`config.mk`:
```
export PLATFORM = sky130hd
export DESIGN_NAME = control_unit
export DESIGN_NICKNAME = d
export VERILOG_FILES = /design/src/rtl/cpu_pkg.sv /design/src/rtl/control_unit.sv
export SDC_FILE = /design/constraint.sdc
export NUM_CORES = 1
export LEC_CHECK = 0
export ABC_CLOCK_PERIOD_IN_PS = 1150
export BUFFER_PORTS_ARGS = -buffer_cell sky130_fd_sc_hd__buf_4
export CAP_MARGIN = 10
export CORE_UTILIZATION = 26
export DETAILED_ROUTE_END_ITERATION = 12
export SLEW_MARGIN = 10
export SYNTH_ARGS = -nofsm -noshare
export SYNTH_HDL_FRONTEND = slang
export SYNTH_SLANG_ARGS = --single-unit
```
`constraint.sdc`:
```
create_clock -name vga_clk -period 1.15 [get_ports vga_clk]
set_clock_uncertainty 0.2 [all_clocks]
set_input_delay 0.23 -clock vga_clk [delete_from_list [all_inputs] [get_ports vga_clk]]
set_output_delay 0.23 -clock vga_clk [all_outputs]
set_load 0.02 [all_outputs]
```
`src/rtl/cpu_pkg.sv`:
```
`default_nettype none

package cpu_pkg;

   // datapath widths
   localparam int WORD_W  = 16;
   localparam int PC_W    = 12;
   localparam int REG_AW  = 4;
   localparam int PIX_W   = 8;
   localparam int PIX_AW  = 8;

   // storage sizes
   localparam int NUM_REGS     = 16;
   localparam int PROG_DEPTH   = 4096;   // one word per pc value
   localparam int FRAME_PIXELS = 256;

   typedef logic [WORD_W-1:0] word_t;       // register, operand and instruction word
   typedef logic [PC_W-1:0]   pc_t;         // program address
   typedef logic [REG_AW-1:0] reg_addr_t;   // register index
   typedef logic [PIX_W-1:0]  pixel_t;      // one pixel
   typedef logic [PIX_AW-1:0] pix_addr_t;   // frame buffer address

   // instr[15:12]
   typedef enum logic [3:0] {
      OP_NOP   = 4'd0,
      OP_ADD   = 4'd1,
      OP_SUB   = 4'd2,
      OP_AND   = 4'd3,
      OP_OR    = 4'd4,
      OP_ADDI  = 4'd5,
      OP_LI    = 4'd6,
      OP_STORE = 4'd7,
      OP_JUMP  = 4'd8,
      OP_BZ    = 4'd9,
      OP_BN    = 4'd10,
      OP_HALT  = 4'd15
   } opcode_t;

   typedef enum logic [2:0] {
      ALU_ADD,
      ALU_SUB,
      ALU_AND,
      ALU_OR,
      ALU_PASS_B
   } alu_op_t;

   // b operand source
   typedef enum logic [1:0] {
      SRC_RS2,
      SRC_RD,
      SRC_SIMM,
      SRC_ZIMM
   } src_b_t;

   typedef enum logic [1:0] {
      ST_IDLE,
      ST_RUN,
      ST_HALTED
   } run_state_t;

endpackage

`default_nettype wire

```
`src/rtl/control_unit.sv`:
```
`timescale 1ns/1ps
`default_nettype none

module control_unit (
   input  logic                 vga_clk,
   input  logic                 rst_n,
   input  logic                 run,
   input  cpu_pkg::word_t       instr_d,         // instruction in decode
   input  logic                 instr_valid_d,
   input  logic                 zero,            // from execute result
   input  logic                 neg,
   output logic                 fetch_en,
   output logic                 redirect,
   output logic                 kill,
   output cpu_pkg::pc_t         redirect_pc,
   output cpu_pkg::reg_addr_t   ra1,
   output cpu_pkg::reg_addr_t   ra2,
   output cpu_pkg::reg_addr_t   ra3,
   output cpu_pkg::alu_op_t     alu_op_e,
   output cpu_pkg::src_b_t      src_b_e,
   output cpu_pkg::word_t       imm_e,
   output logic                 reg_we,
   output logic                 pix_we,
   output cpu_pkg::reg_addr_t   reg_waddr,
   output logic                 halted
);

   cpu_pkg::run_state_t state;
   cpu_pkg::opcode_t    opcode;

   // decode stage controls
   cpu_pkg::alu_op_t alu_op_d;
   cpu_pkg::src_b_t  src_b_d;
   logic             reg_we_d, pix_we_d, flag_we_d, halt_d, take_d;

   // execute stage controls
   logic             valid_e;
   logic             reg_we_e, pix_we_e, flag_we_e, halt_e, take_e;
   cpu_pkg::pc_t     target_e;

   logic             z_q, n_q;          // flag register
   logic             z_fwd, n_fwd;      // flags as seen by the branch in decode
   logic             flag_upd;          // execute writes the flags this cycle
   logic             halt_x;

   assign opcode = cpu_pkg::opcode_t'(instr_d[15:12]);

   // register indices straight from the instruction fields
   assign ra1 = instr_d[3:0];    // rs1
   assign ra2 = instr_d[7:4];    // rs2
   assign ra3 = instr_d[11:8];   // rd

   assign flag_upd = valid_e && flag_we_e;
   assign z_fwd    = flag_upd ? zero : z_q;   // same cycle flag bypass
   assign n_fwd    = flag_upd ? neg  : n_q;

   always_comb begin
      alu_op_d  = cpu_pkg::ALU_PASS_B;
      src_b_d   = cpu_pkg::SRC_RS2;
      reg_we_d  = 1'b0;
      pix_we_d  = 1'b0;
      flag_we_d = 1'b0;
      halt_d    = 1'b0;
      take_d    = 1'b0;
      case (opcode)
         cpu_pkg::OP_ADD: begin
            alu_op_d  = cpu_pkg::ALU_ADD;
            reg_we_d  = 1'b1;
            flag_we_d = 1'b1;
         end
         cpu_pkg::OP_SUB: begin
            alu_op_d  = cpu_pkg::ALU_SUB;
            reg_we_d  = 1'b1;
            flag_we_d = 1'b1;
         end
         cpu_pkg::OP_AND: begin
            alu_op_d  = cpu_pkg::ALU_AND;
            reg_we_d  = 1'b1;
            flag_we_d = 1'b1;
         end
         cpu_pkg::OP_OR: begin
            alu_op_d  = cpu_pkg::ALU_OR;
            reg_we_d  = 1'b1;
            flag_we_d = 1'b1;
         end
         cpu_pkg::OP_ADDI: begin
            alu_op_d  = cpu_pkg::ALU_ADD;
            src_b_d   = cpu_pkg::SRC_SIMM;   // alu pairs this with rd as operand a
            reg_we_d  = 1'b1;
            flag_we_d = 1'b1;
         end
         cpu_pkg::OP_LI: begin
            src_b_d  = cpu_pkg::SRC_ZIMM;
            reg_we_d = 1'b1;
         end
         cpu_pkg::OP_STORE: pix_we_d = 1'b1;   // addr from rs1, data from rs2
         cpu_pkg::OP_JUMP:  take_d   = 1'b1;
         cpu_pkg::OP_BZ:    take_d   = z_fwd;
         cpu_pkg::OP_BN:    take_d   = n_fwd;
         cpu_pkg::OP_HALT:  halt_d   = 1'b1;
         default: ;                            // unused opcodes behave as nop
      endcase
   end

   // execute stage outputs, all qualified by the valid bit
   assign reg_we      = valid_e && reg_we_e;
   assign pix_we      = valid_e && pix_we_e;
   assign redirect    = valid_e && take_e;
   assign redirect_pc = target_e;
   assign halt_x      = valid_e && halt_e;
   assign kill        = redirect || halt_x;   // two younger instructions go
   assign fetch_en    = run && (state != cpu_pkg::ST_HALTED) && !halt_x;
   assign halted      = (state == cpu_pkg::ST_HALTED);

   // decode to execute register, payload
   always_ff @(posedge vga_clk) begin
      alu_op_e  <= alu_op_d;
      src_b_e   <= src_b_d;
      imm_e     <= {8'h00, instr_d[7:0]};   // extension happens in the alu
      target_e  <= instr_d[11:0];
      reg_waddr <= instr_d[11:8];
      reg_we_e  <= reg_we_d;
      pix_we_e  <= pix_we_d;
      flag_we_e <= flag_we_d;
      halt_e    <= halt_d;
      take_e    <= take_d;
   end

   // valid bit, flags and run state
   always_ff @(posedge vga_clk) begin
      if (!rst_n) begin
         valid_e <= 1'b0;
         z_q     <= 1'b0;
         n_q     <= 1'b0;
         state   <= cpu_pkg::ST_IDLE;
      end else begin
         valid_e <= run && instr_valid_d && !kill;   // kills the decode slot
         if (flag_upd) begin
            z_q <= zero;
            n_q <= neg;
         end
         case (state)
            cpu_pkg::ST_IDLE:   if (run) state <= cpu_pkg::ST_RUN;
            cpu_pkg::ST_RUN: begin
               if (!run)        state <= cpu_pkg::ST_IDLE;
               else if (halt_x) state <= cpu_pkg::ST_HALTED;   // halted next edge
            end
            cpu_pkg::ST_HALTED: if (!run) state <= cpu_pkg::ST_IDLE;
            default:            state <= cpu_pkg::ST_IDLE;
         endcase
      end
   end

endmodule

`default_nettype wire

```
==> impl_table.tex <==
\begin{tabular}{lr}
\hline
Metric & Value \\
\hline
\multicolumn{2}{l}{\textbf{Outcome}} \\
\quad Result of the run & finished, violations left \\
\quad Violated checks & setup timing \\
\multicolumn{2}{l}{\textbf{Setup path}} \\
\quad Worst setup EP type & output pin \\
\quad Critical path startpoint category & flip-flop \\
\quad Path depth of the worst reg2reg path & 4 \\
\quad WS Path Type & reg -> out \\
\quad Origin of the worst setup path & state[0] \\
\quad Worst Path Required & just over 700 ps \\
\quad Data arrival time at the worst-slack endpoint & 1000 ps \\
\quad Worst r2r src & valid\_e \\
\quad Max FO, Critical Path & 3 \\
\multicolumn{2}{l}{\textbf{STA}} \\
\quad Fmax & around 700 MHz \\
\quad Worst-case setup margin in the final layout & -284.4 ps \\
\quad Count of final setup violators & 37 \\
\quad Unrepaired setup endpoints after global routing & true \\
\quad Post-route minimum period & $\sim$1400 ps \\
\quad Share of the clock period used by the worst path & 124.7\% \\
\quad Endpoints failing hold & 0 \\
\quad Final count of pins violating max slew & 0 \\
\multicolumn{2}{l}{\textbf{GRT}} \\
\quad Via count of the first global-routing pass & slightly above 800 \\
\quad Pin count of the biggest net entering global routing & 15 \\
\quad Global-route wire length before repair & about 3.5 mm \\
\quad Overflow left after global routing & 0 \\
\quad Aggregate global-route resource usage & approximately a tenth \\
\quad Antenna violations before repair & 0 \\
\multicolumn{2}{l}{\textbf{Floorplan}} \\
\quad Chip width & roughly 67 µm \\
\quad Die footprint & 4509 µm² \\
\quad Initial core utilization & between 20 and 30\% \\
\quad Floorplan core area & 4029 µm² \\
\quad IO Count & 77 \\
\quad Die Y & 67.15 µm \\
\quad Standard-cell rows & 23 \\
\multicolumn{2}{l}{\textbf{Clocking}} \\
\quad Clock edge transition at the registers on the reported setup and hold paths & 90 ps \\
\quad Clock buffer count from CTS & 3 \\
\quad Number of clock sinks & 27 \\
\quad Number of H-tree branching levels & 1 \\
\quad Clk buf depth & 2 \\
\quad CTS Root Cell & clkbuf\_8 \\
\quad CTS tree & built \\
\quad Insertion delay to the later sink of the worst-skew pair & 260 ps \\
\multicolumn{2}{l}{\textbf{Pwr}} \\
\quad Worst supply voltage drop on vdd & roughly 0.37 mV \\
\quad Final Power & slightly above 2 mW \\
\quad Pwr Density & $\sim$1100 nW/µm² \\
\quad Leakage component of the power & 0.8784 nW \\
\multicolumn{2}{l}{\textbf{Logic synthesis}} \\
\quad Part of the Yosys area used for sequential elements & 48.98\% \\
\quad Synth unique cells & 30 \\
\quad Dominant cells by area after synthesis & dfxtp\_1, buf\_4, nor3\_1 \\
\quad Number of standard cells after synthesis & 105 \\
\quad Area share of the largest cell type after synthesis & 48.98\% \\
\quad Netlist area before placement & around 1100 µm² \\
\quad Post-synthesis cell type with the largest combined area & dfxtp\_1 \\
\quad Average footprint of a synthesized cell & between 10 and 15 µm² \\
\quad Yosys warnings & 0 \\
\quad Synth Register Bits & 27 \\
\multicolumn{2}{l}{\textbf{Routing}} \\
\quad Count of unresolved DRC violations after routing & 0 \\
\quad First DRT Iteration DRCs & 12 \\
\quad Number of detailed-routing iterations run before antenna repair & 2 \\
\quad Average detailed-routed wire length per instance & about 12 µm \\
\quad DRT Wirelength & approximately 2.5 mm \\
\quad Vias per cell & 4.054 \\
\quad Number of vias in the routed layout & about 900 \\
\quad Antenna Violating Nets Remaining & 0 \\
\multicolumn{2}{l}{\textbf{Placement}} \\
\quad Estimated wirelength of the detail-placed design & between 1.5 and 2 mm \\
\quad Weighted congestion reported at the end of routability-driven placement & around 0.73 \\
\quad Buffers added on ports & approximately 70 \\
\quad Total instance count after detailed placement & 200 \\
\multicolumn{2}{l}{\textbf{Finish}} \\
\quad Share of post-route cells with drive strength above 1 & between 60\% and 70\% \\
\quad Area grow syn2layout & 72.56\% \\
\quad Post-route insts no fill & around 220 \\
\quad Number of nets in the layout & 194 \\
\quad Fillers & 353 \\
\quad N\_diodes & 0 \\
\multicolumn{2}{l}{\textbf{Job}} \\
\quad Number of max-cap violations & 0 \\
\multicolumn{2}{l}{\textbf{Hold path}} \\
\quad Hold depth & 2 \\
\quad Hold WC Path Type & in -> reg \\
\quad Worst hold path startpoint & instr\_d[12] \\
\hline
\end{tabular}
==> power breakdown <==
group	leakage [nW]	internal, mW	total (mW)	switching [mW]
clock network	0.0228	0.247	0.517	0.270
registers	0.227	0.984	1.02	0.0358
logic	0.629	0.251	0.474	0.223
total	0.878	1.48	2.01	0.529
==> layout make-up <==
cell class | count | area [µm²] | area share (%)
well taps | 50 | 62.56 | 3.285
repair buffers | 91 | 857.1 | 45.01
inverters | 3 | 12.51 | 0.6570
multi-input cells | 46 | 360.3 | 18.92
clock buffers | 4 | 45.04 | 2.365
flip-flops and latches | 27 | 566.8 | 29.76
==> synthesized netlist by cell type, drive strengths merged <==
cell    instances
nor3            5
a21boi          1
nand3b          1
a21oi           2
and2            4
o31ai           1
nor2            2
buf            36
xnor2           1
nand2b          1
clkinv          1
nor3b           2
dfxtp          27
xor2            1
o21a            3
a311oi          1
nand4b          1
and3            3
conb            1
inv             2
mux2i           1
nor2b           1
o41ai           1
nand2           6
==> logic make-up after synthesis <==
logic type / after synthesis / share of synthesized area, %
compound gates: 9 / 7.824
xor+xnor: 2 / 1.588
buf+inv: 39 / 26.19
flops: 27 / 48.98
mux: 1 / 0.9071
other cells: 1 / 0.3398
simple gates: 26 / 14.17
==> sequential cells by signal (all words and copies together) (netlist names) <==
register and count:
alu_op_e 3, flag_we_e 1, halt_e 1, n_q 1
pix_we_e 1, redirect_pc 11, reg_waddr 1, reg_we_e 1
src_b_e 2, state 2, take_e 1, valid_e 1
z_q 1
==> worst paths after layout <==
kind                            slack (ps)        to
worst max-delay path                  -280  fetch_en
worst max register to register        -210    take_e
worst min register to register         340  state[0]
worst min-delay path                     6    take_e
==> per-layer routing <==
layer  vias to the layer above  routed length, µm  global-route usage, %
li1                        430                  -                      -
met4                         0                 12                  5.319
met5                         -                  0                      0
met1                       407                905                  9.754
met3                         2                275                  2.534
met2                        57               1354                  21.00
==> repair_timing <==
action	in CTS	in global routing
gates resized for setup	60	11
hold buffers	14	1
pin swaps	1	3
endpoints found under the setup margin	38	41
buffers inserted	1	2
hold endpoints to repair	18	5
==> per-stage QoR <==
stage | TNS [ps] | utilization [%] | setup WS [ps] | cell area [µm²] | hold slack (ps)
3_3_place_gp | -534.3 | 36.52 | -133.2 | 1471 | 144.3
2_1_floorplan | -45.23 | - | -45.23 | 1130 | 57.72
3_5_place_dp | -756.7 | 36.52 | -171.1 | 1471 | 145.4
5_1_grt | -3261 | 47.27 | -336.6 | 1904 | -6.478
4_1_cts | -2104 | 45.75 | -283.7 | 1843 | -2.677
6_report | -1814 | 47.27 | -284.4 | 1904 | 6.050
==> cells in the final DEF, fill, tap and decap left out, types with 2 or more instances in the layout <==
cell / netlist / layout
nand2_1: 6 / 4
a21oi_1: 2 / 2
dfxtp_1: 27 / 8
clkbuf_8: 0 / 3
and2_4: 0 / 3
and3_4: 1 / 2
o21a_1: 3 / 3
inv_1: 2 / 2
dfxtp_2: 0 / 18
nor2_1: 2 / 2
buf_4: 32 / 40
conb_1: 1 / 8
buf_6: 1 / 37
nor3_2: 0 / 2
dlygate4sd3_1: 0 / 14
nor3_1: 5 / 3
==> critical path, cell delays in order, from the launching register on <==
cell and delay, ps:
dfxtp_2 340, nand2b_4 120, and3_4 170, buf_6 110
Power figures use the tool's default switching activity.
