### src/rtl/cpu_pkg.sv
`default_nettype none

package cpu_pkg;

   // datapath widths
   localparam int WORD_W  = 16;
   localparam int PC_W    = 12;
   localparam int REG_AW  = 4;
   localparam int PIX_W   = 8;
   localparam int PIX_AW  = 8;

   // storage sizes
   localparam int NUM_REGS     = 16;
   localparam int PROG_DEPTH   = 4096;   // one word per pc value
   localparam int FRAME_PIXELS = 256;

   typedef logic [WORD_W-1:0] word_t;       // register, operand and instruction word
   typedef logic [PC_W-1:0]   pc_t;         // program address
   typedef logic [REG_AW-1:0] reg_addr_t;   // register index
   typedef logic [PIX_W-1:0]  pixel_t;      // one pixel
   typedef logic [PIX_AW-1:0] pix_addr_t;   // frame buffer address

   // instr[15:12]
   typedef enum logic [3:0] {
      OP_NOP   = 4'd0,
      OP_ADD   = 4'd1,
      OP_SUB   = 4'd2,
      OP_AND   = 4'd3,
      OP_OR    = 4'd4,
      OP_ADDI  = 4'd5,
      OP_LI    = 4'd6,
      OP_STORE = 4'd7,
      OP_JUMP  = 4'd8,
      OP_BZ    = 4'd9,
      OP_BN    = 4'd10,
      OP_HALT  = 4'd15
   } opcode_t;

   typedef enum logic [2:0] {
      ALU_ADD,
      ALU_SUB,
      ALU_AND,
      ALU_OR,
      ALU_PASS_B
   } alu_op_t;

   // b operand source
   typedef enum logic [1:0] {
      SRC_RS2,
      SRC_RD,
      SRC_SIMM,
      SRC_ZIMM
   } src_b_t;

   typedef enum logic [1:0] {
      ST_IDLE,
      ST_RUN,
      ST_HALTED
   } run_state_t;

endpackage

`default_nettype wire

### src/rtl/register_file.sv
`timescale 1ns/1ps
`default_nettype none

module register_file (
   input  logic                 vga_clk,
   input  logic                 we,
   input  cpu_pkg::reg_addr_t   waddr,
   input  cpu_pkg::word_t       wdata,
   input  cpu_pkg::reg_addr_t   ra1,
   input  cpu_pkg::reg_addr_t   ra2,
   input  cpu_pkg::reg_addr_t   ra3,
   output cpu_pkg::word_t       rd1,
   output cpu_pkg::word_t       rd2,
   output cpu_pkg::word_t       rd3
);

   cpu_pkg::word_t regs [cpu_pkg::NUM_REGS];   // r0 is an ordinary register

   always_ff @(posedge vga_clk) begin
      if (we) begin
         regs[waddr] <= wdata;
      end
   end

   // write through, the execute result reaches decode in the same cycle
   assign rd1 = (we && (waddr == ra1)) ? wdata : regs[ra1];
   assign rd2 = (we && (waddr == ra2)) ? wdata : regs[ra2];
   assign rd3 = (we && (waddr == ra3)) ? wdata : regs[ra3];

endmodule

`default_nettype wire

### config.mk
export PLATFORM = sky130hd
export DESIGN_NAME = register_file
export DESIGN_NICKNAME = d
export VERILOG_FILES = /design/src/rtl/cpu_pkg.sv /design/src/rtl/register_file.sv
export SDC_FILE = /design/constraint.sdc
export NUM_CORES = 1
export LEC_CHECK = 0
export BUFFER_PORTS_ARGS = -buffer_cell sky130_fd_sc_hd__buf_4
export CORE_MARGIN = 5
export CORE_UTILIZATION = 35
export CTS_BUF_LIST = sky130_fd_sc_hd__clkbuf_4 sky130_fd_sc_hd__clkbuf_8 sky130_fd_sc_hd__clkbuf_16
export CTS_CLUSTER_SIZE = 20
export DETAILED_ROUTE_END_ITERATION = 6
export SLEW_MARGIN = 5
export SYNTH_ARGS = -nofsm -noshare
export SYNTH_HDL_FRONTEND = slang
export SYNTH_SLANG_ARGS = --single-unit
### constraint.sdc
create_clock -name vga_clk -period 2.6 [get_ports vga_clk]
set_clock_uncertainty 0.15 [all_clocks]
set_input_delay 0.52 -clock vga_clk [delete_from_list [all_inputs] [get_ports vga_clk]]
set_output_delay 0.52 -clock vga_clk [all_outputs]
set_load 0.005 [all_outputs]
==> results of run 1 <==
repair_timing:
action | in CTS | in global routing
hold buffers | 0 | 0
setup endpoints to repair | 48 | 48
pin swaps | 0 | 0
resized for setup | 128 | 12
cloned | 7 | 0
setup buffers | 3 | 0
per-stage QoR:
stage	setup TNS [ns]	hold WS [ns]	cell area [um2]	cells	power, mW
after global routing	-14.10	0.1572	18550	1454	11.43
after floorplan	0	0.4689	14740	748	5.660
final	-10.51	0.1536	18550	1454	11.05
after global placement	-13.47	0.7031	16720	1392	6.306
after CTS	-11.62	0.1321	18500	1454	11.14
after detailed placement	-13.59	0.7057	16720	1392	6.313
per-layer routing:
metal / track usage (%) / up-vias / routed length, um
li1: - / 3564 / -
met1: 25.60 / 4578 / 18060
met2: 32.43 / 325 / 22300
met3: 2.505 / 56 / 2682
met4: 4.374 / 0 / 1075
met5: 0 / - / 0
power breakdown:
part / switching (mW) / internal, mW / total (mW)
combinational: 0.777 / 0.982 / 1.76
sequential: 0.0502 / 4.63 / 4.68
clock: 1.65 / 2.96 / 4.61
total: 2.48 / 8.57 / 11.0
kinds of logic after synthesis:
| kind of cell | Yosys count | share of synthesized area [%] |
|---|---|---|
| DFF | 256 | 52.23 |
| muxes | 384 | 42.84 |
| xor gates and xnor gates | 12 | 0.7141 |
| and+or+nand+nor | 29 | 1.258 |
| buffers and inverters | 67 | 2.958 |
cell usage in the layout, fill, tap and decap left out:
cell / count
nor3_4: 4
edfxtp_1: 256
clkinv_1: 4
nand2b_1: 2
bufinv_16: 9
buf_4: 84
inv_6: 1
xor2_1: 9
nor2_2: 12
mux4_2: 192
nand3b_1: 2
clkbuf_16: 29
buf_12: 30
or3b_2: 1
mux2_4: 48
clkinv_4: 1
clkinvlp_4: 3
mux2i_2: 15
clkinv_2: 2
buf_16: 12
nor4_4: 3
buf_6: 56
clkbuf_4: 3
nand2_1: 4
mux2i_1: 129
xnor2_1: 3
nand3_1: 1
Yosys cell counts (4+ instances only):
| cell | n | area [um2] |
|---|---|---|
| xor2_1 | 9 | 78.83 |
| nor2_1 | 12 | 45.04 |
| mux2i_1 | 144 | 1441 |
| nand2_1 | 4 | 15.01 |
| buf_6 | 18 | 202.7 |
| nor3_1 | 4 | 20.02 |
| buf_1 | 8 | 30.03 |
| buf_2 | 30 | 150.1 |
| mux2_2 | 48 | 540.5 |
| mux4_2 | 192 | 4324 |
| clkbuf_1 | 8 | 30.03 |
| edfxtp_1 | 256 | 7687 |
final cells by class:
type                            count  area [um2]
Tap cell                          539       674.4
Multi-Input combinational cell    425        6908
Clock inverter                     20       335.3
Sequential cell                   256        7687
Timing Repair Buffer              182        2192
Clock buffer                       32       748.2
Fill cell                        3525       23210
final timing paths:
| check | from | endpoint | slack [ns] | cells after the start |
|---|---|---|---|---|
| hold / removal | wdata[15] | regs[3][15] | 0.15 | 1 |
| setup / recovery | regs[6][2] | rd1[2] | -0.29 | 5 |
==> qor.log, run 1 <==
INFO  routing        drtIter0Drc=690
INFO  synthesis      synth_top_flop_cell=edfxtp_1
INFO  routing        drt-wirelength-per-cell=30.35um
INFO  routing        detail-route-antenna-nets=0
INFO  critical_path  slowest_stage=mux4_2
INFO  cts            clock_tree_from_tritoncts=built
INFO  sta            fin_crit_sh=111.3%
INFO  place          io_buffer_count=81
INFO  cells_and_area fraction_of_final_layout_cells_sized_beyond_drive_strength_1=55.19%
INFO  floorplanning  fp.dieArea=46260um2
INFO  routing        viasPerCell=5.862
INFO  cells_and_area flow.area_growth_from_synthesis=25.99%
INFO  sta            hold_viol=0
INFO  critical_path  critical_path_class=flip-flop to output pin
INFO  floorplanning  floorplan.rows=75
INFO  floorplanning  floorplan.initialDensity=35.25%
INFO  worst_hold_path hold_path_class=input port to flip-flop
INFO  floorplanning  floorplan.die.height=215.1um
INFO  power          power_leakage=6.495nW
INFO  grt            pin_count_of_the_biggest_net_entering_global_routing=27
INFO  sta            layout_min_cycle_time=2.893ns
INFO  critical_path  critPathMostFrequentCell=mux2i_1
INFO  sta            min_setup_slack_post_route=-0.2926ns
INFO  sta            grt_setup_unrepaired=true
INFO  cts            root_buffer=clkbuf_16
INFO  sta            clock.fmax=0.3457GHz
INFO  synthesis      syn-cell-area=14720um2
INFO  cts            cts_buffers=28
INFO  cts            path_clk_slew=0.06ns
INFO  run            cap_viol_max_count=0
INFO  routing        drt-pass1-iter-count=5
INFO  routing        routed_wirelength=44120um
INFO  place          dpl_worst_slack=-0.3494ns
INFO  cts            clockBufferDepth=3
INFO  floorplanning  placeableCoreArea=41760um2
INFO  sta            count_of_final_setup_violators=48
INFO  sta            slew_violations=0
INFO  status         violations=negative setup slack
INFO  synthesis      number_of_enable_type_register_cells_in_the_synthesized_netlist=256
INFO  cells_and_area regMostFlops=regs
INFO  floorplanning  die_width=215.1um
INFO  status         status=complete, but fails checks
INFO  power          powerDensity=595.7nW/um2
INFO  critical_path  critical_path.n_buffers_inverters=1
INFO  cells_and_area post-route-util=44.41%
INFO  routing        total_number_of_vias=8523
INFO  critical_path  wp_data_required=1.93ns
INFO  synthesis      gate_count_of_the_mapped_netlist=748
INFO  sta            tightestPinTransition=0.5014ns
INFO  cts            cts_htree_levels=1
INFO  cells_and_area largest_register_ff_count=256
INFO  grt            wire_length_of_the_first_global_routing_pass=64220um
INFO  synthesis      async_flop_share=0%
INFO  cells_and_area antenna_cells_inserted=0
INFO  routing        route.detailed.drc=0
INFO  synthesis      number_of_warnings_reported_in_the_yosys_synthesis_log=0
INFO  sta            max_slew_margin=66.57%
INFO  critical_path  critical_path_arrival=2.22ns
INFO  grt            grt_antenna_before_repair=0
INFO  grt            grt_pass1_vias=9066
INFO  synthesis      synth-seq-area-share=52.23%
INFO  cells_and_area finalNetCount=927
INFO  synthesis      synth_fp_nets=782
INFO  grt            total_routing_resource_utilization_after_global_routing=18.80%
INFO  place          place.detailed.hpwl=28260um
INFO  cts            cts.sinks=256
INFO  place          place.gp.congestion=0.7945
INFO  critical_path  crit_fanout=3
INFO  critical_path  timing.critical_path.max_delay_family=multiplexers
INFO  critical_path  type_of_element_capturing_the_critical_path=output pin
INFO  grt            globalRouteOverflowTotal=0
INFO  critical_path  timing.critical_path.from_type=flip-flop
INFO  cells_and_area top_regs=regs: 256 flops
INFO  critical_path  peak_per_stage_delay_on_the_critical_path=0.47ns
INFO  floorplanning  boundaryPins=82
INFO  critical_path  timing.critical_path.cells=mux4_2 -> mux2i_1 -> mux2i_1 -> mux2_4 -> buf_6
INFO  power          worst_vdd_ir=0.0005849V
INFO  synthesis      synth.distinct_cells=19
INFO  synthesis      ys_seq_elements=256
INFO  synthesis      postSynthAreaPerCell=19.68um2
(Power assumes the default switching activity.)
==> run 2: changes to the inputs <==
PLACE_DENSITY_LB_ADDON = 0.15   (was unset)
==> qor.log, run 2 (synthesized netlist as in run 1, its figures left out) <==
INFO  status         status=complete, but fails checks
INFO  status         violations=negative setup slack
INFO  cells_and_area antenna_cells_inserted=0 [unchanged]
INFO  routing        drt-wirelength-per-cell=31.11um [+2.5%]
INFO  cts            root_buffer=clkbuf_16
INFO  grt            grt_antenna_before_repair=0 [unchanged]
INFO  floorplanning  floorplan.rows=75 [unchanged]
INFO  critical_path  slowest_stage=mux4_2
INFO  cts            clockBufferDepth=3 [unchanged]
INFO  floorplanning  boundaryPins=82 [unchanged]
INFO  cts            cts_buffers=31 [+11%]
INFO  power          total_power=10.84mW [-1.9%]
INFO  grt            wire_length_of_the_first_global_routing_pass=66540um [+3.6%]
INFO  place          io_buffer_count=81 [unchanged]
INFO  place          place.gp.congestion=0.8237 [+3.7%]
INFO  sta            hold_viol=0 [unchanged]
INFO  routing        drt-pass1-iter-count=5 [unchanged]
INFO  routing        drtIter0Drc=743 [+7.7%]
INFO  grt            globalRouteOverflowTotal=0 [unchanged]
INFO  critical_path  cp_num_cells=5 [unchanged]
INFO  routing        routed_wirelength=45960um [+4.2%]
INFO  cells_and_area most-common-layout-cells=edfxtp_1, mux4_2, mux2i_1
INFO  floorplanning  floorplan.die.height=215.1um [unchanged]
INFO  critical_path  timing.critical_path.max_delay_family=multiplexers
INFO  grt            grt_pass1_vias=9557 [+5.4%]
INFO  sta            layout_min_cycle_time=2.965ns [+0.07212 ns]
INFO  routing        route.detailed.drc=0 [unchanged]
INFO  critical_path  peak_per_stage_delay_on_the_critical_path=0.50ns [+0.03 ns]
INFO  sta            max_slew_margin=64.49% [-2.1 points]
INFO  worst_hold_path min-delay-start=wdata[8]
INFO  run            cap_viol_max_count=0 [unchanged]
INFO  cells_and_area regMostFlops=regs
INFO  sta            min_setup_slack_post_route=-0.3647ns [-0.07212 ns]
INFO  critical_path  timing.critical_path.cells=mux4_2 -> mux2i_2 -> mux2i_2 -> mux2_4 -> buf_6
INFO  grt            total_routing_resource_utilization_after_global_routing=19.66% [+0.86 points]
INFO  cells_and_area largest_register_ff_count=256 [unchanged]
INFO  cts            clock_tree_from_tritoncts=built
INFO  critical_path  critPathMostFrequentCell=mux2i_2
INFO  cells_and_area top_regs=regs: 256 flops
INFO  cells_and_area design_area=18640um2 [+0.53%]
INFO  floorplanning  fp.dieArea=46260um2 [unchanged]
INFO  power          power_leakage=6.561nW [+1.0%]
INFO  cells_and_area fraction_of_final_layout_cells_sized_beyond_drive_strength_1=56.72% [+1.5 points]
INFO  sta            slew_violations=0 [unchanged]
INFO  critical_path  crit_fanout=3 [unchanged]
INFO  critical_path  critical_path.n_buffers_inverters=1 [unchanged]
INFO  worst_hold_path whs_path_depth=1 [unchanged]
INFO  cells_and_area flow.area_growth_from_synthesis=26.66%
INFO  power          worst_vdd_ir=0.0004964V [-15%]
INFO  sta            clock.fmax=0.3373GHz [-2.4%]
INFO  sta            tightestPinTransition=0.5327ns [+0.03127 ns]
INFO  cts            cts_htree_levels=1 [unchanged]
INFO  place          placed_cell_area=16900um2 [+1.0%]
INFO  worst_hold_path hold_path_class=input port to flip-flop
INFO  place          dpl_worst_slack=-0.3559ns [-0.006533 ns]
INFO  place          place.detailed.hpwl=30050um [+6.4%]
INFO  floorplanning  die_width=215.1um [unchanged]
INFO  grt            pin_count_of_the_biggest_net_entering_global_routing=25 [-7.4%]
INFO  sta            setup_tns=-12.29ns [-1.772 ns]
INFO  floorplanning  floorplan.initialDensity=35.25% [unchanged]
INFO  power          powerDensity=581.5nW/um2 [-2.4%]
INFO  critical_path  timing.critical_path.from=regs[15][3]
INFO  cells_and_area layout_commonest_cell=edfxtp_1
INFO  routing        viasPerCell=5.829 [-0.56%]
INFO  floorplanning  placeableCoreArea=41760um2 [unchanged]
INFO  critical_path  critical_path_class=flip-flop to output pin
INFO  critical_path  critical_path_arrival=2.29ns [+0.07 ns]
INFO  cts            path_clk_slew=0.06ns [about the same]
INFO  critical_path  timing.critical_path.from_type=flip-flop
INFO  sta            count_of_final_setup_violators=48 [unchanged]
INFO  routing        detail-route-antenna-nets=0 [unchanged]
INFO  sta            grt_setup_unrepaired=true
INFO  cts            cts_hold_buffers=0 [unchanged]
INFO  critical_path  wp_data_required=1.93ns [about the same]
INFO  sta            fin_crit_sh=114.0% [+2.8 points]
INFO  routing        total_number_of_vias=8609 [+1.0%]
INFO  cts            cts.sinks=256 [unchanged]
INFO  cells_and_area finalNetCount=947 [+2.2%]
INFO  critical_path  type_of_element_capturing_the_critical_path=output pin
run 2: what timing repair did:
action | in CTS | in global routing
gates cloned | 4 | 0
buffers inserted | 5 | 0
endpoints found under the setup margin | 48 | 48
pin swaps | 3 | 0
gates resized for setup | 118 | 16
run 2: per-stage QoR:
step | hold WS (ns) | util (%) | std cells
2_1_floorplan | 0.4689 | - | 748
3_3_place_gp | 0.6845 | 40.46 | 1410
3_5_place_dp | 0.7067 | 40.46 | 1410
4_1_cts | 0.08887 | 44.50 | 1477
5_1_grt | 0.1130 | 44.64 | 1477
6_report | 0.1270 | 44.64 | 1477
run 2: layout make-up:
type                    instances  area (um2)
clock buffers                  32       783.3
clock inverters                26       262.8
fillers                      3526       23120
multi-input cells             425        6949
flip-flops and latches        256        7687
well taps                     539       674.4
repair buffers                199        2286
run 2: final timing paths:
path	slack, ns	to
min	0.13	regs[6][8]
max	-0.36	rd2[3]
run 2: where the power goes:
group	switching, mW	total, mW	internal, mW
clock network	1.76	4.36	2.60
registers	0.0511	4.68	4.63
logic	0.789	1.79	1.01
run 2: layer usage:
layer	global-route usage, %	share of wire (%)	up-vias
met5	0	0	-
met4	7.254	3.8	0
met3	2.857	5.0	93
met2	35.27	52	298
met1	24.24	39	4611
li1	-	-	3607
