--- src/rtl/cpu_pkg.sv ---
`default_nettype none

package cpu_pkg;

   // datapath widths
   localparam int WORD_W  = 16;
   localparam int PC_W    = 12;
   localparam int REG_AW  = 4;
   localparam int PIX_W   = 8;
   localparam int PIX_AW  = 8;

   // storage sizes
   localparam int NUM_REGS     = 16;
   localparam int PROG_DEPTH   = 4096;   // one word per pc value
   localparam int FRAME_PIXELS = 256;

   typedef logic [WORD_W-1:0] word_t;       // register, operand and instruction word
   typedef logic [PC_W-1:0]   pc_t;         // program address
   typedef logic [REG_AW-1:0] reg_addr_t;   // register index
   typedef logic [PIX_W-1:0]  pixel_t;      // one pixel
   typedef logic [PIX_AW-1:0] pix_addr_t;   // frame buffer address

   // instr[15:12]
   typedef enum logic [3:0] {
      OP_NOP   = 4'd0,
      OP_ADD   = 4'd1,
      OP_SUB   = 4'd2,
      OP_AND   = 4'd3,
      OP_OR    = 4'd4,
      OP_ADDI  = 4'd5,
      OP_LI    = 4'd6,
      OP_STORE = 4'd7,
      OP_JUMP  = 4'd8,
      OP_BZ    = 4'd9,
      OP_BN    = 4'd10,
      OP_HALT  = 4'd15
   } opcode_t;

   typedef enum logic [2:0] {
      ALU_ADD,
      ALU_SUB,
      ALU_AND,
      ALU_OR,
      ALU_PASS_B
   } alu_op_t;

   // b operand source
   typedef enum logic [1:0] {
      SRC_RS2,
      SRC_RD,
      SRC_SIMM,
      SRC_ZIMM
   } src_b_t;

   typedef enum logic [1:0] {
      ST_IDLE,
      ST_RUN,
      ST_HALTED
   } run_state_t;

endpackage

`default_nettype wire

--- src/rtl/pixel_scanner.sv ---
`timescale 1ns/1ps
`default_nettype none

module pixel_scanner (
   input  logic                 vga_clk,
   input  logic                 rst_n,
   input  logic                 vga_enable,
   input  cpu_pkg::pixel_t      scan_pixel,    // frame buffer read data
   output cpu_pkg::pix_addr_t   scan_addr,
   output cpu_pkg::pixel_t      pixel,
   output logic                 frame_start
);

   localparam cpu_pkg::pix_addr_t LAST_ADDR = cpu_pkg::pix_addr_t'(cpu_pkg::FRAME_PIXELS - 1);

   logic en_q;   // enable aligned with read data

   // address counter, parked at 0 while disabled
   always_ff @(posedge vga_clk) begin
      if (!rst_n || !vga_enable) begin
         scan_addr <= '0;
      end else if (scan_addr == LAST_ADDR) begin
         scan_addr <= '0;   // wrap to the next frame
      end else begin
         scan_addr <= scan_addr + cpu_pkg::pix_addr_t'(1);
      end
   end

   // delay by the frame buffer read latency
   always_ff @(posedge vga_clk) begin
      if (!rst_n) begin
         en_q        <= 1'b0;
         frame_start <= 1'b0;
      end else begin
         en_q        <= vga_enable;
         frame_start <= vga_enable && (scan_addr == '0);   // pixel of address 0 next
      end
   end

   assign pixel = en_q ? scan_pixel : '0;   // blank when scanning is off

endmodule

`default_nettype wire

--- config.mk ---
export PLATFORM = sky130hd
export DESIGN_NAME = pixel_scanner
export DESIGN_NICKNAME = d
export VERILOG_FILES = /design/src/rtl/cpu_pkg.sv /design/src/rtl/pixel_scanner.sv
export SDC_FILE = /design/constraint.sdc
export NUM_CORES = 1
export LEC_CHECK = 0
export ABC_AREA = 1
export BUFFER_PORTS_ARGS = -buffer_cell sky130_fd_sc_hd__buf_2
export CORE_AREA = 5 5 42 44
export DETAILED_ROUTE_END_ITERATION = 7
export DIE_AREA = 0 0 47 49
export PLACE_DENSITY_LB_ADDON = 0.05
export SYNTH_ARGS = -nofsm -noshare
export SYNTH_HDL_FRONTEND = slang
export SYNTH_SLANG_ARGS = --single-unit
--- constraint.sdc ---
create_clock -name vga_clk -period 2.1 [get_ports vga_clk]
set_clock_uncertainty 0.1 [all_clocks]
set_input_delay 0.42 -clock vga_clk [delete_from_list [all_inputs] [get_ports vga_clk]]
set_output_delay 0.42 -clock vga_clk [all_outputs]
set_load 0.02 [all_outputs]
==> impl_metrics.tcl, run 1 <==
set metrics [dict create \
    post-synth-top-count-cell "nand2_1" \
    critical_path.top_delay_family "flip-flops" \
    tritoncts "built" \
    path_max_fanout 8 \
    drv_cap 0 \
    netlist_instances 80 \
    worst_path_max_delay_cell "dfxtp_1" \
    crit_start "en_q$_SDFF_PN0_" \
    hold_viol 0 \
    power.sequential.fraction_pct 47.2 \
    avgSynthCellArea_sq_um 6.819 \
    worstMarginPinSlew_ns 0.2420 \
    yosysWarningCount 0 \
    final_cell_area_sq_um 733.2 \
    routedWlPerCell_um 9.437 \
    synth_area_leaders "dfxtp_1 37%, nand2_1 15%, inv_1 12%" \
    port_buffers 27 \
    io_pins 28 \
    buffer_type_at_the_clock_tree_root "clkbuf_4" \
    post_cts_setup_buffers 0 \
    post_cts_hold_buffer_count 0 \
    reg2reg_setup_slack_ns 0.81 \
    yosysTopAreaCell "dfxtp_1" \
    cp_cell_sequence "nand2_1 -> inv_1 -> buf_2" \
    final_critical_path_setup_slack_ns 0.5799 \
    outcome "completed" \
    hpwlAfterDp_um 985.1 \
    pwr_density_cell_nw_per_um2 572.1 \
    antennaDiodeCount 0 \
    fillerInstances 155 \
    multi_input_combinational_cell_area_sq_um 274.0 \
    slowest_delay_ns 0.45 \
    period_minus_slack_ns 1.520 \
    vdd_drop_max_mv 0.3593 \
    sw_frac_of_total_pct 24.29 \
    grt_pass1_vias 430 \
    setup_viol 0 \
    cts_num_sinks 10 \
    floorplan.initialDensity_pct 38.93 \
    core.rowCount 14 \
    grt_pass1_wl_um 1807 \
    cp.arrival_ns 1.00 \
    power.static_leakage_nw 0.3931 \
    postSynthNetCount 93 \
    worst_skew_late_latency_ns 0.26 \
    post-place-ws_ns 0.8133 \
    rr_endpoint "scan_addr[0]$_SDFF_PP0_" \
    final_nets 124 \
    detailed_router_iteration_count_before_antenna_repair 2 \
    total_congestion_overflow 0 \
    final_wl_um 1189 \
    grt_antenna_before_repair 0 \
    number_of_distinct_library_cell_variants_in_the_gate_level_netlist_after_synthesis 14 \
    worst_ep_required_time_ns 1.58 \
    power_frac_clock_pct 41.6 \
    number_of_cell_instances_on_the_worst_register_to_register_path 6 \
    critical_path.endpoint_type "output port" \
    timing.rr.start "scan_addr[0]$_SDFF_PP0_" \
    hold_class "input pin to flop" \
    cts-buffers-inserted 3 \
    mappedNetlistArea_sq_um 545.5 \
    fin_util_pct 52.32 \
    synth-edff-count 0 \
    register_area_sq_um 200.2 \
    core_sq_um 1401 \
    layout-area-overhead-vs-synth_pct 34.40 \
    drt_drc_violations_left 0 \
    synth_seq_cells 10 \
    crit_path_launch_type "flop" \
    die_h_um 49 \
    grt_setup_unrepaired "false" \
    p_sw_uw 101.9 \
    top_cells_by_instance_count_after_synthesis "22 x nand2_1, 18 x inv_1, 10 x dfxtp_1" \
    max-slew-margin-rel_pct 83.85 \
    synth.yosys.seq_area_share_pct 36.70 \
    dr_total_vias 536 \
    detail_route.iter0.violations 4 \
    clk_pin_slew_worst_paths_ns 0.07 \
    totalNegativeSetupSlack_ns 0 \
    die_outline_area_sq_um 2303 \
    timing.setup.critical_path_class "flop to output port" \
    postSynth.topFlopCell "dfxtp_1" \
    cp-endpoint "pixel[6]" \
    ctsResizeCount 0 \
    final_max_slew_viol_count 0 \
    internal_power_uw 317.6 \
    dieWidth_um 47 \
    period_share_pct 72.39 \
    synth_top_area_share_pct 36.70 \
    fmax_mhz 657.8 \
    global_route.usage.total_pct 10.37 \
    grt_start_max_net_pins 9 \
    cp_num_buf_inv 2 \
    antenna_violating_nets_post_route 0 \
    ctsLongestPathBuffers 2 \
    synth-async-reset-ratio_pct 0 \
    vias_per_cell 4.254 \
    worstSetupPathDepth 3 \
    finalWeightedCongestion 0.6985 \
    cts_htree_levels 1 \
    layout-drive-gt1-share_pct 40.00 \
    comb_power_share_pct 11.2 \
    dpl-instance-area_sq_um 696.9 \
]
[sequential cells by signal (all words and copies together), names as in the netlist]
name / count
en_q: 1
frame_start: 1
scan_addr: 8
[worst min-delay path by stage]
stage | endpoint | slack (ns) | depth (start not counted) | startpoint
2_1_floorplan | scan_addr[0]$_SDFF_PP0_ | 0.44 | 1 | scan_addr[0]$_SDFF_PP0_
3_3_place_gp | scan_addr[0]$_SDFF_PP0_ | 0.36 | 1 | scan_addr[0]$_SDFF_PP0_
3_5_place_dp | scan_addr[0]$_SDFF_PP0_ | 0.38 | 1 | scan_addr[0]$_SDFF_PP0_
4_1_cts | frame_start$_SDFF_PN0_ | 0.32 | 3 | vga_enable
5_1_grt | frame_start$_SDFF_PN0_ | 0.32 | 3 | vga_enable
6_report | frame_start$_SDFF_PN0_ | 0.31 | 3 | vga_enable
[power by group through the flow]
stage | combinational, mW | clock [mW] | sequential (mW)
after global placement | 0.0475 | 0 | 0.202
after global routing | 0.0513 | 0.186 | 0.199
after detailed placement | 0.0475 | 0 | 0.203
after floorplan | 0.0257 | 0 | 0.204
after CTS | 0.0476 | 0.179 | 0.198
final | 0.0470 | 0.175 | 0.198
[placed cells by master, fill, tap and decap left out, types with 2 or more instances in the layout]
cell type	instances
a21oi_2	5
buf_2	27
clkbuf_4	3
dfxtp_1	10
ha_1	2
inv_1	18
nand2_1	22
nand2_2	2
nand3_1	5
nor2_1	5
nor2_2	5
o21ai_0	2
[layout make-up]
type	instances	area share, %
Inverter	18	9.215
Timing Repair Buffer	27	18.43
Multi-Input combinational cell	51	37.37
Clock buffer	4	4.949
Sequential cell	10	27.30
Tap cell	16	2.730
[metrics by stage]
stage | std cells | power (mW) | hold slack (ns)
global route | 126 | 0.4361 | 0.3230
floorplan | 80 | 0.2301 | 0.4394
detailed placement | 122 | 0.2500 | 0.3834
global placement | 122 | 0.2498 | 0.3645
CTS | 126 | 0.4246 | 0.3153
finish | 126 | 0.4195 | 0.3110
[tightest hold or removal path, cell delays in order]
cell	delay [ns]
buf_2	0.09
nand2_1	0.07
nor3_1	0.05
[per-layer routing]
layer	global-route usage [%]	up-vias	wire, um
met2	16.97	19	536
met1	11.92	214	517
met3	2.214	4	111
met4	5.530	0	23
li1	-	299	-
met5	0	-	0
[cells by family (layout without fill, tap and decap cells)]
| family | Yosys count | in the layout | synth area share (%) |
|---|---|---|---|
| AND/OR/NAND/NOR | 41 | 41 | 34.17 |
| flip-flops | 10 | 10 | 36.70 |
| AO/OA/AOI/OAI | 7 | 7 | 9.862 |
| XOR/XNOR | 1 | 1 | 1.606 |
| adder cells (fa/ha/maj) | 2 | 2 | 4.586 |
| buffers and inverters | 19 | 49 | 13.07 |
(Power assumes the default switching activity.)
==> inputs of run 2 (changes only) <==
--- a/config.mk
+++ b/config.mk
@@ -7,9 +7,9 @@
 export LEC_CHECK = 0
 export ABC_AREA = 1
 export BUFFER_PORTS_ARGS = -buffer_cell sky130_fd_sc_hd__buf_2
-export CORE_AREA = 5 5 42 44
+export CORE_MARGIN = 5
+export CORE_UTILIZATION = 38
 export DETAILED_ROUTE_END_ITERATION = 7
-export DIE_AREA = 0 0 47 49
 export PLACE_DENSITY_LB_ADDON = 0.05
 export SYNTH_ARGS = -nofsm -noshare
 export SYNTH_HDL_FRONTEND = slang
==> constraint.sdc (replaced) <==
create_clock -name vga_clk -period 1.35 [get_ports vga_clk]
set_clock_uncertainty 0.1 [all_clocks]
set_input_delay 0.27 -clock vga_clk [delete_from_list [all_inputs] [get_ports vga_clk]]
set_output_delay 0.27 -clock vga_clk [all_outputs]
set_load 0.02 [all_outputs]
==> run 2 against run 1 <==
Total power increased by 40%; setup slack got worse by 0.50 ns; sequential cell count is the same; register-to-register slack worse by 0.69 ns; highest routed layer unchanged; combinational power grew 57%; clock power grew 17%; routed wire length grew 1.4%; die area decreased by 0.41%; critical path depth unchanged; first-iteration DRC count fell by 25%; non-clock buffer count did not move; worst hold slack got worse by 0.15 ns.
==> impl_metrics.tcl, run 2 (synthesis gave the netlist of run 1 again) <==
set metrics [dict create \
    critical_path.endpoint_type "output port" \
    antenna_violating_nets_post_route 0 \
    regMostFlops "scan_addr" \
    ctsResizeCount 1 \
    buffer_type_at_the_clock_tree_root "clkbuf_4" \
    power.static_leakage_nw 0.3878 \
    finalWeightedCongestion 0.7443 \
    crit_path_launch_type "flop" \
    grt_antenna_before_repair 0 \
    cts_htree_levels 1 \
    total_congestion_overflow 0 \
    grt_pass1_vias 485 \
    fmax_mhz 788.6 \
    die_h_um 47.89 \
    hold_viol 0 \
    max-slew-margin-rel_pct 84.64 \
    vdd_drop_max_mv 0.5660 \
    slowest_delay_ns 0.38 \
    worst_path_max_delay_cell "dfxtp_4" \
    cp_cell_sequence "nand2_1 -> inv_1 -> buf_2" \
    dr_total_vias 552 \
    final_max_slew_viol_count 0 \
    totalNegativeSetupSlack_ns 0 \
    grt_start_max_net_pins 9 \
    layoutNonFillerInstCount 124 \
    port_buffers 27 \
    core.rowCount 13 \
    worst_skew_late_latency_ns 0.26 \
    routedWlPerCell_um 9.726 \
    ctsLongestPathBuffers 2 \
    reg.largest.list "scan_addr: 8 flops, en_q: 1 flops, frame_start: 1 flops" \
    grt_setup_unrepaired "false" \
    antennaDiodeCount 0 \
    floorplan.initialDensity_pct 40.90 \
    reg2reg_setup_slack_ns 0.12 \
    final_nets 124 \
    drv_cap 0 \
    cts-buffers-inserted 3 \
    worstMarginPinSlew_ns 0.2279 \
    hpwlAfterDp_um 986.6 \
    pwr_density_cell_nw_per_um2 806.8 \
    worst_ep_required_time_ns 0.98 \
    timing.setup.critical_path_class "flop to output port" \
    layout-area-overhead-vs-synth_pct 33.03 \
    path_max_fanout 8 \
    drt_drc_violations_left 0 \
    detailed_router_iteration_count_before_antenna_repair 2 \
    post_cts_hold_buffer_count 0 \
    hold_class "input pin to flop" \
    layout-drive-gt1-share_pct 43.12 \
    final_wl_um 1206 \
    cp.arrival_ns 0.90 \
    period_share_pct 93.93 \
    core_sq_um 1334 \
    outcome "completed" \
    vias_per_cell 4.452 \
    die_outline_area_sq_um 2293 \
    dp.cells 121 \
    layout_common_cells "27 x buf_2, 22 x nand2_1, 18 x inv_1, 6 x dfxtp_1" \
    grt_pass1_wl_um 1938 \
    cp_num_buf_inv 2 \
    dieWidth_um 47.89 \
    setup_viol 0 \
    clk_pin_slew_worst_paths_ns 0.06 \
    period_minus_slack_ns 1.268 \
    global_route.usage.total_pct 12.41 \
    largest_register_ff_count 8 \
    tritoncts "built" \
    final_common_cell "buf_2" \
    io_pins 28 \
    critical_path.top_delay_family "flip-flops" \
    cts_num_sinks 10 \
    detail_route.iter0.violations 3 \
    post_cts_setup_buffers 0 \
]
[run 2: path summary, 6_finish.rpt]
| path | cells past startpoint | start | to |
|---|---|---|---|
| setup / recovery | 3 | en_q$_SDFF_PN0_ | pixel[0] |
| hold / removal | 3 | vga_enable | frame_start$_SDFF_PN0_ |
| setup reg to reg | 6 | scan_addr[0]$_SDFF_PP0_ | scan_addr[1]$_SDFF_PP0_ |
| hold reg to reg | 1 | scan_addr[0]$_SDFF_PP0_ | scan_addr[0]$_SDFF_PP0_ |
[run 2: stage by stage]
stage / cell area (sq um) / total power [mW] / hold slack [ns] / util (%) / setup WS (ns)
6_report: 725.7 / 0.5855 / 0.1645 / 54.41 / 0.08199
5_1_grt: 725.7 / 0.6199 / 0.1935 / 54.41 / 0.01759
4_1_cts: 721.9 / 0.5990 / 0.1659 / 54.13 / 0.03482
3_5_place_dp: 698.2 / 0.3910 / 0.3393 / 52.35 / 0.1061
3_3_place_gp: 698.2 / 0.3895 / 0.3290 / 52.35 / 0.1313
2_1_floorplan: 548.0 / 0.3586 / 0.3185 / - / 0.09439
[run 2: worst min-delay path, cell delays in order]
cell,delay (ns)
buf_2,0.09
nand2_1,0.07
nor3_1,0.05
[run 2: metal layers]
layer / vias to the layer above / global-route usage, % / share of wire, %
met5: - / 0 / 0
met1: 236 / 12.89 / 42
li1: 295 / - / -
met2: 19 / 20.84 / 45
met3: 2 / 6.767 / 12
met4: 0 / 4.839 / 1.0
[run 2: power breakdown]
| part | internal (mW) | switching (mW) | leakage (nW) | total, mW |
|---|---|---|---|---|
| clock network | 0.103 | 0.101 | 0.0138 | 0.204 |
| registers | 0.301 | 0.00709 | 0.0832 | 0.308 |
| logic | 0.0294 | 0.0442 | 0.291 | 0.0736 |
| total | 0.434 | 0.152 | 0.388 | 0.586 |
[run 2: layout make-up]
| type | count | area (sq um) |
|---|---|---|
| multi-input cells | 51 | 274.0 |
| well taps | 15 | 18.77 |
| fillers | 147 | 608.1 |
| clock buffers | 3 | 22.52 |
| flip-flops and latches | 10 | 207.7 |
| repair buffers | 27 | 135.1 |
| inverters | 18 | 67.56 |
